## src/hw/ex_config.svh

```systemverilog
`ifndef EX_CONFIG_SVH
`define EX_CONFIG_SVH

////////////////////
// datapath widths
////////////////////

// operand and result width
`define XLEN 32

// destination tag carried beside each multiply
`define TAG_BITS 6

////////////////////
// pipeline shape
////////////////////

// number of partial-product stages
// 1, 2, 4 or 8 all divide the double-width word evenly
`define NUM_STAGE 4

// multiplier bits consumed in each stage
`define NUM_BITS ((2 * `XLEN) / `NUM_STAGE)

`endif

```

## src/hw/isa_pkg.sv

```systemverilog
`include "ex_config.svh"

package isa_pkg;

	////////////////////
	// multiply functions
	////////////////////

	// encoding follows funct3[1:0] of the M extension
	typedef enum logic [1:0] {
		MUL    = 2'b00, // low half, signed x signed
		MULH   = 2'b01, // high half, signed x signed
		MULHSU = 2'b10, // high half, signed x unsigned
		MULHU  = 2'b11  // high half, unsigned x unsigned
	} mult_func_t;

	// everything except MUL returns the upper word
	function automatic logic is_high_half(input mult_func_t func);
		logic high;
		case (func)
			MUL:     high = 1'b0;
			MULH:    high = 1'b1;
			MULHSU:  high = 1'b1;
			MULHU:   high = 1'b1;
			default: high = 1'b0;
		endcase
		return high;
	endfunction

endpackage

```

## src/hw/mult_pipe_pkg.sv

```systemverilog
`include "ex_config.svh"

package mult_pipe_pkg;

	////////////////////
	// widths
	////////////////////

	// extended operands and partial products are twice the word
	localparam int WORD_BITS  = `XLEN;
	localparam int DWORD_BITS = 2 * `XLEN;

	////////////////////
	// datapath types
	////////////////////

	// operand and result word
	typedef logic [WORD_BITS-1:0] word_t;

	// extended operand, running product
	typedef logic [DWORD_BITS-1:0] dword_t;

	// destination tag
	typedef logic [`TAG_BITS-1:0] tag_t;

endpackage

```

## src/hw/mult_operand_prep.sv

```systemverilog
`include "ex_config.svh"

// decodes signedness from the function code and
// widens both operands so a plain unsigned multiply
// of the double-width words gives the right product
module mult_operand_prep (
	input  isa_pkg::mult_func_t   func,
	input  mult_pipe_pkg::word_t  mcand,
	input  mult_pipe_pkg::word_t  mplier,
	output mult_pipe_pkg::dword_t mcand_ext,
	output mult_pipe_pkg::dword_t mplier_ext
);
	import isa_pkg::*;

	logic mcand_signed;
	logic mplier_signed;
	logic mcand_fill;
	logic mplier_fill;

	////////////////////
	// sign decode
	////////////////////

	always_comb begin
		case (func)
			MUL: begin
				mcand_signed  = 1'b1;
				mplier_signed = 1'b1;
			end
			MULH: begin
				mcand_signed  = 1'b1;
				mplier_signed = 1'b1;
			end
			MULHSU: begin // only rs1 is signed
				mcand_signed  = 1'b1;
				mplier_signed = 1'b0;
			end
			MULHU: begin
				mcand_signed  = 1'b0;
				mplier_signed = 1'b0;
			end
			default: begin
				mcand_signed  = 1'b1;
				mplier_signed = 1'b1;
			end
		endcase
	end

	////////////////////
	// extension
	////////////////////

	assign mcand_fill  = mcand_signed & mcand[`XLEN-1]; // replicated into upper word
	assign mplier_fill = mplier_signed & mplier[`XLEN-1];

	assign mcand_ext  = {{`XLEN{mcand_fill}}, mcand};
	assign mplier_ext = {{`XLEN{mplier_fill}}, mplier};

endmodule

```

## src/hw/mult_result_select.sv

```systemverilog
`include "ex_config.svh"

// drains the last stage
// picks the product half that the item's own function asks for
// and keeps the outputs at zero between results
module mult_result_select (
	input  logic                  valid_in,
	input  mult_pipe_pkg::dword_t product_in,
	input  mult_pipe_pkg::tag_t   tag_in,
	input  isa_pkg::mult_func_t   func_in,
	output logic                  done,
	output mult_pipe_pkg::word_t  product,
	output mult_pipe_pkg::tag_t   dest_tag_out
);
	import mult_pipe_pkg::*;
	import isa_pkg::*;

	word_t low_half;
	word_t high_half;
	word_t chosen;
	logic  take_high;

	////////////////////
	// half select
	////////////////////

	assign low_half  = product_in[WORD_BITS-1:0];
	assign high_half = product_in[DWORD_BITS-1:WORD_BITS];

	assign take_high = is_high_half(func_in); // MUL is the only low-half op

	always_comb begin
		if (take_high) begin
			chosen = high_half;
		end else begin
			chosen = low_half;
		end
	end

	////////////////////
	// outputs
	////////////////////

	assign done = valid_in; // one pulse per item leaving the chain

	// quiet when nothing completes
	always_comb begin
		if (valid_in) begin
			product      = chosen;
			dest_tag_out = tag_in;
		end else begin
			product      = '0;
			dest_tag_out = '0;
		end
	end

endmodule

```

## src/hw/mult_stage.sv

```systemverilog
`include "ex_config.svh"

// one slice of the multiplier chain
// consumes NUM_BITS of the multiplier and adds that partial
// product into the running sum with one cycle of latency
module mult_stage (
	input  logic                  clock,
	input  logic                  reset,
	input  logic                  valid_in,
	input  mult_pipe_pkg::dword_t product_in,
	input  mult_pipe_pkg::dword_t mcand_in,
	input  mult_pipe_pkg::dword_t mplier_in,
	input  mult_pipe_pkg::tag_t   tag_in,
	input  isa_pkg::mult_func_t   func_in,
	output logic                  valid_out,
	output mult_pipe_pkg::dword_t product_out,
	output mult_pipe_pkg::dword_t mcand_out,
	output mult_pipe_pkg::dword_t mplier_out,
	output mult_pipe_pkg::tag_t   tag_out,
	output isa_pkg::mult_func_t   func_out
);
	import mult_pipe_pkg::*;
	import isa_pkg::*;

	dword_t mplier_slice;
	dword_t partial_prod;
	dword_t next_sum;
	dword_t next_mplier;
	dword_t next_mcand;

	////////////////////
	// partial product
	////////////////////

	// low bits of the multiplier, zero extended
	assign mplier_slice = dword_t'(mplier_in[`NUM_BITS-1:0]);

	// wraps at double width, which is all the product needs
	assign partial_prod = mplier_slice * mcand_in;
	assign next_sum     = product_in + partial_prod;

	// line up the operands for the next stage
	assign next_mplier = mplier_in >> `NUM_BITS;
	assign next_mcand  = mcand_in << `NUM_BITS;

	////////////////////
	// registers
	////////////////////

	// running sum and shifted operands
	always_ff @(posedge clock) begin
		product_out <= next_sum;
		mplier_out  <= next_mplier;
		mcand_out   <= next_mcand;
	end

	// control travels with the item so mixed functions can overlap
	always_ff @(posedge clock) begin
		if (reset) begin
			valid_out <= 1'b0;
			tag_out   <= '0;
			func_out  <= MUL;
		end else begin
			valid_out <= valid_in;
			tag_out   <= tag_in;
			func_out  <= func_in;
		end
	end

endmodule

```

## src/hw/pipelined_mult.sv

```systemverilog
`include "ex_config.svh"

// pipelined integer multiplier
// accepts one multiply per clock and returns it NUM_STAGE cycles
// later, in issue order, with its tag and a done pulse
module pipelined_mult (
	input  logic                 clock,
	input  logic                 reset,
	input  logic                 start,
	input  isa_pkg::mult_func_t  func,
	input  mult_pipe_pkg::word_t mcand,
	input  mult_pipe_pkg::word_t mplier,
	input  mult_pipe_pkg::tag_t  dest_tag_in,
	output logic                 done,
	output mult_pipe_pkg::word_t product,
	output mult_pipe_pkg::tag_t  dest_tag_out
);
	import mult_pipe_pkg::*;
	import isa_pkg::*;

	// index i feeds stage i and index i+1 holds its output
	logic       valid_w   [`NUM_STAGE+1];
	dword_t     product_w [`NUM_STAGE+1];
	dword_t     mcand_w   [`NUM_STAGE+1];
	dword_t     mplier_w  [`NUM_STAGE+1];
	tag_t       tag_w     [`NUM_STAGE+1];
	mult_func_t func_w    [`NUM_STAGE+1];

	////////////////////
	// operand prep
	////////////////////

	mult_operand_prep prep (
		.func       (func),
		.mcand      (mcand),
		.mplier     (mplier),
		.mcand_ext  (mcand_w[0]),
		.mplier_ext (mplier_w[0])
	);

	// head of the chain
	assign product_w[0] = '0;          // running sum starts empty
	assign valid_w[0]   = start;
	assign tag_w[0]     = dest_tag_in;
	assign func_w[0]    = func;

	////////////////////
	// stage chain
	////////////////////

	genvar i;
	generate
		for (i = 0; i < `NUM_STAGE; i++) begin : stage_gen
			mult_stage stage (
				.clock       (clock),
				.reset       (reset),
				.valid_in    (valid_w[i]),
				.product_in  (product_w[i]),
				.mcand_in    (mcand_w[i]),
				.mplier_in   (mplier_w[i]),
				.tag_in      (tag_w[i]),
				.func_in     (func_w[i]),
				.valid_out   (valid_w[i+1]),
				.product_out (product_w[i+1]),
				.mcand_out   (mcand_w[i+1]),
				.mplier_out  (mplier_w[i+1]),
				.tag_out     (tag_w[i+1]),
				.func_out    (func_w[i+1])
			);
		end
	endgenerate

	////////////////////
	// result select
	////////////////////

	// func here belongs to the item leaving the last stage
	mult_result_select result_sel (
		.valid_in     (valid_w[`NUM_STAGE]),
		.product_in   (product_w[`NUM_STAGE]),
		.tag_in       (tag_w[`NUM_STAGE]),
		.func_in      (func_w[`NUM_STAGE]),
		.done         (done),
		.product      (product),
		.dest_tag_out (dest_tag_out)
	);

endmodule

```

## config.mk

```make
export PLATFORM = sky130hd
export DESIGN_NAME = pipelined_mult
export DESIGN_NICKNAME = d
export VERILOG_FILES = /design/src/hw/isa_pkg.sv /design/src/hw/mult_pipe_pkg.sv /design/src/hw/mult_operand_prep.sv /design/src/hw/mult_result_select.sv /design/src/hw/mult_stage.sv /design/src/hw/pipelined_mult.sv
export VERILOG_INCLUDE_DIRS = /design/src /design/src/hw
export SDC_FILE = /design/constraint.sdc
export NUM_CORES = 2
export LEC_CHECK = 0
export BUFFER_PORTS_ARGS = -buffer_cell sky130_fd_sc_hd__clkbuf_2
export CORE_AREA = 5 5 311 313
export DETAILED_ROUTE_END_ITERATION = 6
export DIE_AREA = 0 0 316 318
export PLACE_DENSITY = 0.76
export SLEW_MARGIN = 20
export SYNTH_ARGS = -nofsm -noshare
export SYNTH_HDL_FRONTEND = slang
export SYNTH_SLANG_ARGS = --single-unit
export TNS_END_PERCENT = 5
```

## constraint.sdc

```tcl
create_clock -name clock -period 11.3 [get_ports clock]
set_clock_uncertainty 0.05 [all_clocks]
set_input_delay 1.13 -clock clock [delete_from_list [all_inputs] [get_ports clock]]
set_output_delay 1.13 -clock clock [all_outputs]
set_load 0.01 [all_outputs]
```

==> run_results.csv <==
group,metric,value,unit
run,max_cap_violations,0,
synthesis,ys_warn_count,0,
floorplanning,die_h,318,µm
floorplanning,fp.coreArea,94000,µm²
floorplanning,die_width,316,µm
synthesis,synth_top_area_cell,"fa_1",
floorplanning,die_area,100000,µm²
grt,grt_pass1_wl,236000,µm
synthesis,synth_area,55800,µm²
setup_path,critical_path_required,11.70,ns
setup_path,critPathCaptureType,"flip-flop",
cells_and_area,fillers,7729,
synthesis,synthCells,5953,
synthesis,synth_edf_count,0,
setup_path,cp_max_fo,19,
sta,slew_viol_final,0,
run_status,violations,"DRC",
routing,post_drt_wl_per_cell,20.1,µm
grt,grt_pass1_vias,43700,
routing,drt_pass1_iterations,7,
routing,drc,1,
sta,tns,0,ns
synthesis,yosysSeqAreaShare,13.6,%
grt,overflow,0,
setup_path,cp_slowest_cell,"dfxtp_1",
synthesis,synth_top_area_share,43.3,%
sta,rsz0062_at_grt,"false",
clocking,cts_setup_buffers,0,
placement,gp_congestion,0.995,
sta,fmax,103,MHz
clocking,cts_buffers,38,
clocking,cts_resized,0,
placement,dp_hpwl,115000,µm
cells_and_area,final_net_count,7590,
sta,hold_violations,0,
synthesis,synth_area_leaders,"fa_1 (43%), dfxtp_1 (14%), inv_1 (9.0%)",
floorplanning,start_util,59.3,%
clocking,cts_tree,"built",
cells_and_area,multiInputGateArea,42400,µm²
clocking,ctsHoldBuffers,0,
floorplanning,rows,113,
clocking,cts_buffer_depth,3,
setup_path,slowest_delay,0.79,ns
setup_path,crit_arrival,10.10,ns
clocking,cts.sinks,378,
routing,routed_wl,146000,µm
setup_path,path_class,"reg2reg",
placement,placement.io_buffers,113,
floorplanning,ios,114,
cells_and_area,layout-drive-gt1-share,4.18,%
routing,dr.first_iter.drc_count,3074,
routing,vias_per_cell,5.54,
hold_path,min_path_type,"reg2reg",
grt,antenna_found_initial,8,
synthesis,async_reset_ff_share,0,%
sta,min_period,9.70,ns
sta,fin_crit_sh,85.9,%
clocking,root_buffer,"clkbuf_16",
run_status,status,"complete, but fails checks",
synthesis,synthesis.nets,7588,
grt,grt_max_degree,40,
sta,slew_headroom,16.9,%
synthesis,synth-seq-cells,378,
clocking,clk_pin_slew_worst_paths,0.07,ns
clocking,worst_skew_pair.late_latency,0.60,ns
cells_and_area,seqCellArea,7570,µm²
sta,worstMarginPinSlew,1.25,ns
clocking,h-tree-depth,2,
sta,setup_violations,0,
routing,ant_nets,0,
setup_path,start_kind,"flip-flop",
routing,vias,40200,
synthesis,syn_area_per_cell,9.37,µm²
synthesis,synth_cell_types,72,
cells_and_area,area_delta_synth_final,5.43,%
grt,grtUsageTotal,29.9,%
synthesis,ys.flop_type,"dfxtp_1",
## flip-flops by register name, indices dropped and copies added, names as in the netlist
signal / cells
stage_gen.stage.product_out: 242
stage_gen.stage.mcand_out: 81
stage_gen.stage.tag_out: 24
stage_gen.stage.mplier_out: 19
stage_gen.stage.func_out: 8
stage_gen.stage.valid_out: 4
## kinds of logic (layout without fill, tap and decap cells)
family / after synthesis / count (layout) / synth area share (%)
compound gates: 591 / 591 / 6.96
other cells: 0 / 4 / 0
xor+xnor: 242 / 242 / 3.80
flops: 378 / 378 / 13.6
mux: 2 / 2 / 0.0359
fa+ha+maj: 1560 / 1560 / 51.2
buf+inv: 1534 / 1562 / 10.3
simple gates: 1646 / 1646 / 14.1
## cell usage after synthesis, types with 4 or more instances
cell type  number
ha_1          354
fa_1         1206
inv_1        1339
a21oi_1       174
o31ai_1        10
o41ai_1         5
dfxtp_1       378
nand2b_1       25
and3_1         19
nand4_1        17
nand2_1       842
a31o_2          5
o21a_1         24
nand3_1        39
xnor2_1       179
o21ai_1         5
or3_1          11
and2_1        426
o211ai_1       15
a21o_1        101
o21ai_0        96
a211oi_1       16
or2_2           7
nor4_1          7
nor2_1        129
clkbuf_1      195
a211o_1         6
a221oi_1        7
nand3b_1        6
o22ai_1         4
o21ba_2         4
nor3_1         33
a31oi_1        12
and4_1          8
a21boi_0       35
o21bai_1       29
nor2b_1        65
xor2_1         63
a2111oi_0       5
o2111ai_1       5
## stage by stage
step	util [%]	worst slack, ns	cell area (µm²)	hold slack (ns)	instances
6_report	62.5	1.60	58800	0.263	7250
5_1_grt	62.5	1.16	58800	0.278	7248
4_1_cts	62.5	1.73	58800	0.270	7246
3_5_place_dp	61.2	1.73	57500	0.262	7180
3_3_place_gp	61.2	1.73	57500	0.260	7180
2_1_floorplan	-	2.95	55800	0.260	5953
## final cells by class
class,instances,area share (%)
timing repair buffer,157,1.52
clock buffer,45,1.70
sequential,378,12.9
antenna,4,0.0170
inverter,1339,8.55
clock inverter,21,0.451
tap,1265,2.69
multi-input combinational,4041,72.2
## layer usage
layer | vias to the layer above | GRT usage, % | wire length, µm
li1 | 17800 | - | -
met1 | 20200 | 39.5 | 56800
met2 | 1825 | 49.1 | 69300
met3 | 420 | 6.50 | 13500
met4 | 2 | 10.7 | 6290
met5 | - | 0 | 12
## final timing paths
check	from	to	slack [ns]	depth (start not counted)
worst max-delay path	stage_gen[0].stage.mplier_out[3]	stage_gen[1].stage.product_out[63]	1.60	33
worst min register to register	stage_gen[2].stage.product_out[2]	stage_gen[3].stage.product_out[2]	0.26	0
worst max register to register	stage_gen[0].stage.mplier_out[3]	stage_gen[1].stage.product_out[63]	1.60	33
worst min-delay path	stage_gen[2].stage.product_out[2]	stage_gen[3].stage.product_out[2]	0.26	0
## layout by cell type, fill, tap and decap left out, drive strengths merged, types with 5 or more instances in the layout
cell | synthesis | final
o41ai | 5 | 5
nor3 | 34 | 34
fa | 1206 | 1206
o2111ai | 5 | 5
ha | 354 | 354
nand3 | 39 | 39
a21o | 101 | 101
clkinv | 0 | 7
a31oi | 12 | 12
o211ai | 15 | 15
o21a | 25 | 25
o21bai | 30 | 30
a21boi | 37 | 37
and2 | 426 | 426
o31ai | 11 | 11
nand4 | 17 | 17
clkbuf | 195 | 158
dfxtp | 378 | 378
and3 | 19 | 19
nor2b | 65 | 65
inv | 1339 | 1348
a31o | 5 | 5
a211oi | 16 | 16
or2 | 7 | 7
and4 | 8 | 8
o21ai | 102 | 102
nor2 | 129 | 129
buf | 0 | 44
nand3b | 6 | 6
or3 | 11 | 11
a211o | 6 | 6
nand2b | 25 | 25
a2111oi | 8 | 8
nor4 | 7 | 7
xnor2 | 179 | 179
a21oi | 174 | 174
xor2 | 63 | 63
nand2 | 842 | 842
a221oi | 8 | 8
## worst max-delay path, delay by kind of cell, from the launching register on
family,cells,cell delay (ns)
xor+xnor,2,0.31
simple gates,8,1.70
compound gates,8,2.20
flops,1,0.79
buf+inv,7,0.77
fa+ha+maj,8,3.71
Power is not shown: default switching activity piles up to over one toggle a cycle in this logic, so the estimate is an artifact.
